===== src/logic/board_pkg.sv =====
// Board-level types for the key, switch, LED and seven-segment pins.
// Keys and segments are active low, as wired on the board.
package board_pkg;

  // Push keys, 0 means pressed
  typedef logic [3:0] key_t;

  // Slide switches
  typedef logic [9:0] sw_t;

  // One seven-segment digit, bit order gfedcba, 0 lights a segment
  typedef logic [6:0] seg_t;

  // Red LEDs
  typedef logic [9:0] ledr_t;

  // Checksum accumulator, six hex digits wide
  typedef logic [23:0] sum_t;

endpackage : board_pkg


===== src/logic/bus_pkg.sv =====
// Wishbone types shared by the masters, the arbiter and the RAM.
// Word addressing only; no byte selects.
package bus_pkg;

  // Word address into the 256-word RAM
  typedef logic [7:0] wb_addr_t;

  // One RAM word
  typedef logic [15:0] wb_data_t;

  // Arbiter ownership
  typedef enum logic [1:0] {
    ARB_IDLE,
    ARB_HOST,
    ARB_SUM
  } arb_state_e;

endpackage : bus_pkg


===== src/logic/wb_if.sv =====
// Wishbone classic bundle, single transfers only.
// No err, rty or sel lines.
`timescale 1ns/1ps

interface wb_if import bus_pkg::*; ();

  logic     cyc;
  logic     stb;
  logic     we;
  wb_addr_t adr;
  wb_data_t dat_w;
  wb_data_t dat_r;
  logic     ack;

  modport master (
    output cyc, stb, we, adr, dat_w,
    input  dat_r, ack
  );

  modport slave (
    input  cyc, stb, we, adr, dat_w,
    output dat_r, ack
  );

endinterface : wb_if


===== src/logic/debouncer.sv =====
// Key debouncer. The raw input is assumed already synchronous to clk.
// The level resets to 1 (key released).
`timescale 1ns/1ps

module debouncer #(
  parameter int DEBOUNCE_CYCLES = 16
) (
  input  logic clk,
  input  logic rst_n,
  input  logic raw,
  output logic level,
  output logic fall
);

  localparam int CNT_W = $clog2(DEBOUNCE_CYCLES + 1);

  logic [CNT_W-1:0] cnt;

  always_ff @(posedge clk) begin
    if (!rst_n) begin
      level <= 1'b1;
      fall  <= 1'b0;
      cnt   <= '0;
    end else begin
      fall <= 1'b0;
      if (raw == level) begin
        // Input agrees again, restart the stability count
        cnt <= '0;
      end else if (cnt == CNT_W'(DEBOUNCE_CYCLES - 1)) begin
        level <= raw;
        cnt   <= '0;
        // Going 1 to 0 is a press
        fall  <= level & ~raw;
      end else begin
        cnt <= cnt + 1'b1;
      end
    end
  end

endmodule : debouncer


===== src/logic/wb_arbiter.sv =====
// Round-robin arbiter for two Wishbone classic masters on one slave.
// Grant is held until the owner drops cyc; the loser just stalls.
`timescale 1ns/1ps

module wb_arbiter import bus_pkg::*; (
  input  logic clk,
  input  logic rst_n,
  wb_if.slave  m_host,
  wb_if.slave  m_sum,
  wb_if.master s_ram
);

  arb_state_e state;
  logic       last_sum;

  // ==================================================
  // Ownership state
  // ==================================================
  always_ff @(posedge clk) begin
    if (!rst_n) begin
      state    <= ARB_IDLE;
      last_sum <= 1'b1;
    end else begin
      case (state)
        ARB_IDLE: begin
          if (m_host.cyc && m_sum.cyc) begin
            // Both asking, serve the one that waited
            state    <= last_sum ? ARB_HOST : ARB_SUM;
            last_sum <= ~last_sum;
          end else if (m_host.cyc) begin
            state    <= ARB_HOST;
            last_sum <= 1'b0;
          end else if (m_sum.cyc) begin
            state    <= ARB_SUM;
            last_sum <= 1'b1;
          end
        end
        ARB_HOST: if (!m_host.cyc) state <= ARB_IDLE;
        ARB_SUM:  if (!m_sum.cyc) state <= ARB_IDLE;
        default:  state <= ARB_IDLE;
      endcase
    end
  end

  // ==================================================
  // Routing
  // ==================================================
  always_comb begin
    s_ram.cyc   = 1'b0;
    s_ram.stb   = 1'b0;
    s_ram.we    = 1'b0;
    s_ram.adr   = '0;
    s_ram.dat_w = '0;
    if (state == ARB_HOST) begin
      s_ram.cyc   = m_host.cyc;
      s_ram.stb   = m_host.stb;
      s_ram.we    = m_host.we;
      s_ram.adr   = m_host.adr;
      s_ram.dat_w = m_host.dat_w;
    end else if (state == ARB_SUM) begin
      s_ram.cyc   = m_sum.cyc;
      s_ram.stb   = m_sum.stb;
      s_ram.we    = m_sum.we;
      s_ram.adr   = m_sum.adr;
      s_ram.dat_w = m_sum.dat_w;
    end
  end

  // Only the owner gets a response
  assign m_host.ack   = (state == ARB_HOST) & s_ram.ack;
  assign m_host.dat_r = (state == ARB_HOST) ? s_ram.dat_r : '0;
  assign m_sum.ack    = (state == ARB_SUM) & s_ram.ack;
  assign m_sum.dat_r  = (state == ARB_SUM) ? s_ram.dat_r : '0;

endmodule : wb_arbiter


===== src/logic/wb_ram.sv =====
// 256-word RAM behind a Wishbone classic slave port.
// Ack comes one cycle after cyc and stb, one cycle wide; contents survive reset.
`timescale 1ns/1ps

module wb_ram import bus_pkg::*; (
  input  logic clk,
  input  logic rst_n,
  wb_if.slave  bus
);

  wb_data_t mem [256];
  logic     req;

  // New request only when no ack is out, so acks never run back to back
  assign req = bus.cyc & bus.stb & ~bus.ack;

  always_ff @(posedge clk) begin
    if (!rst_n) bus.ack <= 1'b0;
    else        bus.ack <= req;
  end

  always_ff @(posedge clk) begin
    if (req) begin
      if (bus.we) mem[bus.adr] <= bus.dat_w;
      bus.dat_r <= mem[bus.adr];
    end
  end

endmodule : wb_ram


===== src/logic/host_loader.sv =====
// Host write port. One word in flight at a time; load_ready is low
// from acceptance until the Wishbone write is acked.
`timescale 1ns/1ps

module host_loader import bus_pkg::*; (
  input  logic     clk,
  input  logic     rst_n,
  input  logic     load_valid,
  input  wb_addr_t load_addr,
  input  wb_data_t load_data,
  output logic     load_ready,
  wb_if.master     bus
);

  logic     pending;
  wb_addr_t adr_q;
  wb_data_t dat_q;

  always_ff @(posedge clk) begin
    if (!rst_n) begin
      pending <= 1'b0;
    end else if (!pending && load_valid) begin
      pending <= 1'b1;
    end else if (pending && bus.ack) begin
      pending <= 1'b0;
    end
  end

  // Held steady for the whole cycle
  always_ff @(posedge clk) begin
    if (!pending && load_valid) begin
      adr_q <= load_addr;
      dat_q <= load_data;
    end
  end

  assign load_ready = ~pending;
  assign bus.cyc    = pending;
  assign bus.stb    = pending;
  assign bus.we     = 1'b1;
  assign bus.adr    = adr_q;
  assign bus.dat_w  = dat_q;

endmodule : host_loader


===== src/logic/checksum_engine.sv =====
// Sums SUM_LEN consecutive RAM words from base, wrapping at 256.
// Result is modulo 2^24; a go pulse while busy is dropped.
`timescale 1ns/1ps

module checksum_engine import board_pkg::*; import bus_pkg::*; #(
  parameter int SUM_LEN = 8
) (
  input  logic     clk,
  input  logic     rst_n,
  input  logic     go,
  input  wb_addr_t base,
  wb_if.master     bus,
  output sum_t     sum,
  output logic     busy,
  output logic     done
);

  localparam int CNT_W = $clog2(SUM_LEN) + 1;

  typedef enum logic [1:0] {
    IDLE,
    READ,
    WAIT_ACK
  } state_e;

  state_e           state;
  wb_addr_t         addr;
  logic [CNT_W-1:0] cnt;
  sum_t             acc;
  sum_t             acc_next;
  logic             last_word;

  assign acc_next  = acc + sum_t'(bus.dat_r);
  assign last_word = (cnt == CNT_W'(SUM_LEN - 1));

  // ==================================================
  // Control
  // ==================================================
  always_ff @(posedge clk) begin
    if (!rst_n) begin
      state <= IDLE;
      done  <= 1'b0;
      sum   <= '0;
    end else begin
      case (state)
        IDLE: begin
          if (go) begin
            state <= READ;
            done  <= 1'b0;
          end
        end
        // One idle bus cycle between reads lets the arbiter rotate
        READ: state <= WAIT_ACK;
        WAIT_ACK: begin
          if (bus.ack) begin
            if (last_word) begin
              state <= IDLE;
              done  <= 1'b1;
              sum   <= acc_next;
            end else begin
              state <= READ;
            end
          end
        end
        default: state <= IDLE;
      endcase
    end
  end

  // Address, count and running total
  always_ff @(posedge clk) begin
    if (state == IDLE && go) begin
      addr <= base;
      cnt  <= '0;
      acc  <= '0;
    end else if (state == WAIT_ACK && bus.ack) begin
      addr <= addr + 1'b1;
      cnt  <= cnt + 1'b1;
      acc  <= acc_next;
    end
  end

  assign busy      = (state != IDLE);
  assign bus.cyc   = (state == WAIT_ACK);
  assign bus.stb   = (state == WAIT_ACK);
  assign bus.we    = 1'b0;
  assign bus.adr   = addr;
  assign bus.dat_w = '0;

endmodule : checksum_engine


===== src/logic/hex_display.sv =====
// Six-digit hex readout, active-low segments, hex0 is the low nibble.
`timescale 1ns/1ps

module hex_display import board_pkg::*; (
  input  sum_t value,
  output seg_t hex0,
  output seg_t hex1,
  output seg_t hex2,
  output seg_t hex3,
  output seg_t hex4,
  output seg_t hex5
);

  function automatic seg_t glyph(input logic [3:0] nib);
    case (nib)
      4'h0: glyph = 7'b1000000;
      4'h1: glyph = 7'b1111001;
      4'h2: glyph = 7'b0100100;
      4'h3: glyph = 7'b0110000;
      4'h4: glyph = 7'b0011001;
      4'h5: glyph = 7'b0010010;
      4'h6: glyph = 7'b0000010;
      4'h7: glyph = 7'b1111000;
      4'h8: glyph = 7'b0000000;
      4'h9: glyph = 7'b0010000;
      4'ha: glyph = 7'b0001000;
      4'hb: glyph = 7'b0000011;
      4'hc: glyph = 7'b1000110;
      4'hd: glyph = 7'b0100001;
      4'he: glyph = 7'b0000110;
      default: glyph = 7'b0001110;
    endcase
  endfunction

  assign hex0 = glyph(value[3:0]);
  assign hex1 = glyph(value[7:4]);
  assign hex2 = glyph(value[11:8]);
  assign hex3 = glyph(value[15:12]);
  assign hex4 = glyph(value[19:16]);
  assign hex5 = glyph(value[23:20]);

endmodule : hex_display


===== src/logic/soc_system_top.sv =====
// Board top: keys, switches, host load port, shared RAM and checksum readout.
// No PLL; clk drives everything. key[3] is a push-button reset, key[0] is go.
// key[1], key[2] and sw[9:8] are unused.
`timescale 1ns/1ps

module soc_system_top import board_pkg::*; import bus_pkg::*; #(
  parameter int DEBOUNCE_CYCLES = 16,
  parameter int SUM_LEN         = 8
) (
  input  logic     clk,
  input  logic     rst_n,
  input  key_t     key,
  input  sw_t      sw,
  input  logic     load_valid,
  input  wb_addr_t load_addr,
  input  wb_data_t load_data,
  output logic     load_ready,
  output seg_t     hex0,
  output seg_t     hex1,
  output seg_t     hex2,
  output seg_t     hex3,
  output seg_t     hex4,
  output seg_t     hex5,
  output ledr_t    ledr
);

  logic but_rst_n;
  logic sys_rst_n;
  logic go;
  logic busy;
  logic done;
  sum_t sum;

  wb_if host_bus ();
  wb_if sum_bus ();
  wb_if ram_bus ();

  // ==================================================
  // Keys
  // ==================================================
  // Debouncers run from the raw reset so key[3] can release itself
  debouncer #(.DEBOUNCE_CYCLES(DEBOUNCE_CYCLES)) u_dbc_go (
    .clk   (clk),
    .rst_n (rst_n),
    .raw   (key[0]),
    .level (),
    .fall  (go)
  );

  debouncer #(.DEBOUNCE_CYCLES(DEBOUNCE_CYCLES)) u_dbc_rst (
    .clk   (clk),
    .rst_n (rst_n),
    .raw   (key[3]),
    .level (but_rst_n),
    .fall  ()
  );

  assign sys_rst_n = rst_n & but_rst_n;

  // ==================================================
  // Bus masters, arbiter and RAM
  // ==================================================
  host_loader u_host (
    .clk        (clk),
    .rst_n      (sys_rst_n),
    .load_valid (load_valid),
    .load_addr  (load_addr),
    .load_data  (load_data),
    .load_ready (load_ready),
    .bus        (host_bus)
  );

  checksum_engine #(.SUM_LEN(SUM_LEN)) u_sum (
    .clk   (clk),
    .rst_n (sys_rst_n),
    .go    (go),
    .base  (sw[7:0]),
    .bus   (sum_bus),
    .sum   (sum),
    .busy  (busy),
    .done  (done)
  );

  wb_arbiter u_arb (
    .clk    (clk),
    .rst_n  (sys_rst_n),
    .m_host (host_bus),
    .m_sum  (sum_bus),
    .s_ram  (ram_bus)
  );

  wb_ram u_ram (
    .clk   (clk),
    .rst_n (sys_rst_n),
    .bus   (ram_bus)
  );

  // ==================================================
  // Display
  // ==================================================
  hex_display u_hex (
    .value (sum),
    .hex0  (hex0),
    .hex1  (hex1),
    .hex2  (hex2),
    .hex3  (hex3),
    .hex4  (hex4),
    .hex5  (hex5)
  );

  assign ledr = {7'b0, done, busy, sys_rst_n};

endmodule : soc_system_top


===== config.mk =====
export PLATFORM = sky130hd
export DESIGN_NAME = soc_system_top
export DESIGN_NICKNAME = d
export VERILOG_FILES = /design/src/logic/board_pkg.sv /design/src/logic/bus_pkg.sv /design/src/logic/wb_if.sv /design/src/logic/debouncer.sv /design/src/logic/wb_arbiter.sv /design/src/logic/wb_ram.sv /design/src/logic/host_loader.sv /design/src/logic/checksum_engine.sv /design/src/logic/hex_display.sv /design/src/logic/soc_system_top.sv
export SDC_FILE = /design/constraint.sdc
export NUM_CORES = 2
export LEC_CHECK = 0
export BUFFER_PORTS_ARGS = -buffer_cell sky130_fd_sc_hd__buf_2
export CAP_MARGIN = 20
export CORE_MARGIN = 2
export CORE_UTILIZATION = 50
export CTS_BUF_LIST = sky130_fd_sc_hd__clkbuf_2 sky130_fd_sc_hd__clkbuf_4 sky130_fd_sc_hd__clkbuf_8
export DETAILED_ROUTE_END_ITERATION = 10
export GPL_TIMING_DRIVEN = 0
export HOLD_SLACK_MARGIN = 0.12
export PLACE_DENSITY_LB_ADDON = 0.1
export SYNTH_ARGS = -nofsm -noshare
export SYNTH_HDL_FRONTEND = slang
export SYNTH_HIERARCHICAL = 1
export SYNTH_MEMORY_MAX_BITS = 65536
export SYNTH_SLANG_ARGS = --single-unit

===== constraint.sdc =====
create_clock -name clk -period 6.98 [get_ports clk]
set_clock_uncertainty 0.05 [all_clocks]
set_input_delay 0.349 -clock clk [delete_from_list [all_inputs] [get_ports clk]]
set_output_delay 0.349 -clock clk [all_outputs]
set_load 0.02 [all_outputs]

# == Word level (Yosys, flattened, before mapping) ==
# Memory sizes are Yosys's and may differ from the RTL's. A register that Yosys moved wholly into a read port is not among the register bits.
# Cells that the tools add are included.
# W data, S select, Z words.
# word_totals
out_inout_bits,53
wordCells,124
rom_bits,672
ramBits,4096
ff_bits,105
in_bits,41
memories,7
# op_classes
reduce_logical,23
bitwise,13
n_mux,44
eq_ne,15
addsub,5
# mem_list
memory,words,word_bits,read_ports,rd_ports_with_merged_regs,write_ports,line,rtl
u_ram.mem,256,16,1,1,1,wb_ram.sv:11,wb_data_t mem [256];
(name not given),16,7,1,1,0,hex_display.sv:15,case (nib)
(name not given),16,7,1,1,0,hex_display.sv:15,
(name not given),16,7,1,1,0,hex_display.sv:15,
(name not given),16,7,1,1,0,hex_display.sv:15,
(name not given),16,7,1,1,0,hex_display.sv:15,
+1 memories,--,--,--,--,--,--,
# ops
cell,count
$mux W4,12
$mux W16,2
$mux W8,4
$add A24 B16 Y24,1
$mux W2,8
$mux W1,15
$pmux W2 S3,2
$add A5 B1 Y5 const B,2
$eq A5 B4 Y1 const B,2
$ne A2 B2 Y1 const B,5
$reduce_or A3 Y1,3
$add A8 B1 Y8 const B,1
$not A1 Y1,8
$reduce_and A2 Y1,4
$reduce_bool A2 Y1,4
$reduce_and A3 Y1,2
$and A1 B1 Y1,5
$logic_and A1 B1 Y1,5
$add A4 B1 Y4 const B,1
$eq A2 B1 Y1 const B,2
$eq A2 B2 Y1 const B,2
$eq A4 B3 Y1 const B,1
$logic_not A2 Y1,2
$ne A4 B2 Y1 const B,1
other kinds (5),6

# == Depth between registers and ports, before layout ==
# depth
word_depth,6
mapped_depth,13
mapped_depth_nobuf,11

# == Hierarchy ==
# Netlist, hierarchy kept.
# modules_own_cells
module,n_inst,area_each_um2,seq_area_each_um2,cells_per_inst
wb_ram,1,155265.2,123498.4,6707
checksum_engine,1,3535.9,1341.3,420
hex_display,1,1572.8,0.0,193
host_loader,1,783.3,740.7,32
wb_arbiter,1,694.4,60.1,85
debouncer,2,307.8,140.1,29
soc_system_top,1,85.1,0.0,12

# == Least setup slack after synthesis ==
# Ideal clock, no wire load.
# synth_path
path_type,register to register
from,reg u_arb.state[0]
to,"mem u_ram/mem[0][0] in the netlist's numbering, data pin"
required_ps,6064
period_less_slack_ps,4923
path_stages_with_launch,5
setup_ps,866
arrival_time_ps,4008
n_path_buf,2
path_slack_ps,2057
path_cell_list,dfxtp_1 and2b_1 buf_6 buf_6 a22o_1
# synth_via
elab_chain_len,2
# synth_rtl
element,line,rtl
"start, declared",wb_arbiter.sv:13,arb_state_e state;
"start signal, assigned",wb_arbiter.sv:28,state <= last_sum ? ARB_HOST : ARB_SUM;
$eq A2 B1 Y1,wb_arbiter.sv:54,if (state == ARB_HOST) begin
$mux W16,wb_arbiter.sv:54,
via ram_bus.dat_w[0],wb_if.sv:11,wb_data_t dat_w;
"end, declared",wb_ram.sv:11,
# The timed path passes the listed nets, and every way through them passes these cells.

# == Final worst setup path ==
# layout_path
from,reg u_arb.state[0]
to,mem u_ram/mem[153][8] in the netlist's numbering (enable)
# layout_via
elab_cells_between_ends,11
classes_between,2 x eq/ne; 8 x mux; 1 x bitwise
# layout_rtl
element,line,rtl
$eq A2 B2 Y1,wb_arbiter.sv:60,end else if (state == ARB_SUM) begin
$mux W8,wb_arbiter.sv:60,
$mux W8 (*),wb_arbiter.sv:54,
via ram_bus.adr[3],wb_if.sv:10,wb_addr_t adr;
# Mark *: on every way through the listed nets, which the timed path passes. The rest lies on a longest branch.

==> impl_metrics.csv <==
group,metric,value,unit
critical_path,cp.required,7.76,ns
yosys,yosysWarnings,6,
finish,drive_gt1_share,32.62,%
yosys,postSynthAreaPerCell,21.69,um^2
clock_network,cts_buffers,674,
critical_path,cp.arrival,7.40,ns
clock_network,cts_resized,0,
critical_path,crit_fanout,16,
critical_path,startpoint,"u_arb/state[0]",
worst_hold_path,hold_path.class,"input port to flop",
critical_path,cpMaxStageDelayCell,"clkbuf_2",
route,drtAntennaViolNets,0,
floorplanning,die_x,573.9,um
finish,n_fill_cell,23800,
route,vias,85630,
yosys,synthCells,7488,
sta,setup_viol,0,
grt,grt_pass1_vias,84190,
critical_path,path_depth,11,
yosys,syn_area,162400,um^2
floorplanning,fp.coreArea,323700,um^2
finish,post-route-util,58.21,%
route,route.detailed.drc,0,
floorplanning,rows,209,
critical_path,reg2reg_from,"u_arb/state[0]",
power_and_ir_drop,peakVddDrop,0.2008,mV
clock_network,clk_pin_slew_worst_paths,0.06,ns
critical_path,reg2reg_depth,11,
run_status,status,"finished, final reports clean",
route,dr.pass1.iters,6,
critical_path,crit_path_end_kind,"flop",
clock_network,clockRootBuffer,"clkbuf_8",
clock_network,cts-htree-levels,6,
placed_design,gp_congestion,0.9901,
clock_network,clk_latency,1.23,ns
grt,grt_start_max_net_pins,91,
clock_network,cts_buffer_depth,4,
worst_hold_path,min_from,"load_data[11]",
sta,slew_viol_final,0,
sta,fin_crit_sh,94.88,%
floorplanning,die_h,573.9,um
sta,tns,0,ns
worst_hold_path,hold-path-cell-count,3,
sta,rsz0062_at_grt,"false",
critical_path,crit_family,"buffers and inverters",
placed_design,hpwl,314500,um
critical_path,worst_setup_path_start_kind,"flop",
sta,hold_viol_final,0,
floorplanning,initial_core_util,50.17,%
sta,tightest_slew,1.281,ns
finish,nets,8774,
route,via_per_inst,6.336,
grt,antenna_found_initial,29,
route,drt-initial-drc-count,11670,
power_and_ir_drop,power_density,264.5,nW/um^2
floorplanning,dieArea,329400,um^2
sta,fmax,0.1510,GHz
power_and_ir_drop,leakage,0.05363,uW
placed_design,portBuffers,82,
critical_path,crit_buf_inv,6,
clock_network,cts_tree,"yes",
grt,grt_pass1_wl,653000,um
route,avgRoutedWirePerCell,35.09,um
sta,period_needed,6.623,ns
flow_run,drv_cap,0,
critical_path,crit_type,"flop to flop",
grt,track_usage,28.54,%
critical_path,cp_slowest_stage_delay,0.86,ns
critical_path,crit_chain,"and2b_1 > buf_6 > a22o_1 > nor2b_1 > clkbuf_1 > clkbuf_2 > clkbuf_1 > nand2_2 > clkbuf_2 > buf_16 > nor2_2",
sta,relSlewSlack,13.45,%
finish,areaGrowthSynthToFinish,16.04,%
floorplanning,top_level_ports,94,
clock_network,clock-sinks,4217,
grt,grt_overflow,0,
route,routed_wl,474200,um
## registers in the layout (all words and copies together) (netlist names), 2 cells and up
| signal | count |
|---|---|
| u_ram/mem | 4096 |
| u_sum/acc | 24 |
| u_sum/sum | 24 |
| u_host/bus.dat_w | 16 |
| u_ram/bus.dat_r | 16 |
| u_host/bus.adr | 8 |
| u_sum/bus.adr | 8 |
| u_dbc_go/cnt | 5 |
| u_dbc_rst/cnt | 5 |
| u_sum/cnt | 4 |
| u_arb/state | 2 |
| u_sum/state | 2 |
## area by class of cell
type	instances	area, um^2	area share (%)
timing repair buffer	480	6729	3.571
sequential	4217	125900	66.81
inverter	40	150.1	0.07967
multi-input combinational	2773	35200	18.68
clock inverter	236	1371	0.7276
buffer	480	2216	1.176
antenna	17	42.54	0.02257
clock buffer	946	11440	6.069
tap	4325	5411	2.871
## per-layer routing
metal  track usage [%]  vias to the layer above  share of wire, %
li1                  -                    34240                 -
met1             40.66                    45990                40
met2             43.35                     4658                46
met3             7.528                      724                11
met4             9.283                       10               3.4
met5                 0                        -             0.015
## final timing paths
check	to	slack, ns
max	u_ram/mem[153][8]	0.36
min reg2reg	u_dbc_rst/cnt[0]	0.40
min	u_host/bus.dat_w[11]	0.34
max reg2reg	u_ram/mem[153][8]	0.36
## metrics by stage
stage / total power [uW] / instances / hold WS, ns / instance area [um^2] / worst slack (ns)
after floorplan: 29120 / 7510 / 0.3676 / 162500 / 2.066
after global placement: 29900 / 11920 / 0.3798 / 168300 / -3.591
after detailed placement: 29880 / 12240 / 0.3877 / 174800 / 0.5660
after CTS: 50160 / 13490 / 0.2243 / 188400 / 0.5179
after global routing: 51290 / 13500 / 0.2849 / 188400 / 0.3746
final: 49840 / 13510 / 0.3428 / 188500 / 0.3574
## where the power goes
part	internal [uW]	switching, uW	total (uW)
Clock	10800	9660	20400
Sequential	27700	7.75	27700
Combinational	562	1180	1740
## worst reg2reg max path: cells and delay by family, from the launching register on
family                 cells  cell delay [ns]
and+or+nand+nor            4             2.00
AOI/OAI and AO/OA          1             0.39
DFF                        1             0.44
buffers and inverters      6             3.36
## repair_timing
item | CTS | global route
hold buffers | 76 | 0
buffers inserted | 0 | 0
hold endpoints to repair | 82 | 0
## layout by cell type, fill, tap and decap left out, types with 23 or more instances in the layout
cell type,n
ha_1,66
nand2_1,72
o41ai_1,50
o21ai_0,56
conb_1,25
nor2_1,54
a22o_1,24
buf_8,212
clkinv_1,139
mux4_2,1029
nand3_1,32
dlygate4sd3_1,76
a21oi_1,297
clkbuf_2,32
buf_1,37
edfxtp_1,4144
clkbuf_4,256
buf_6,23
dfxtp_1,73
and2_1,27
clkinv_2,49
clkbuf_1,253
buf_4,55
buf_16,66
mux2i_1,24
nor2_2,259
clkbuf_8,693
buf_2,188
a22oi_1,514
inv_1,37
Power figures use the tool's default switching activity.
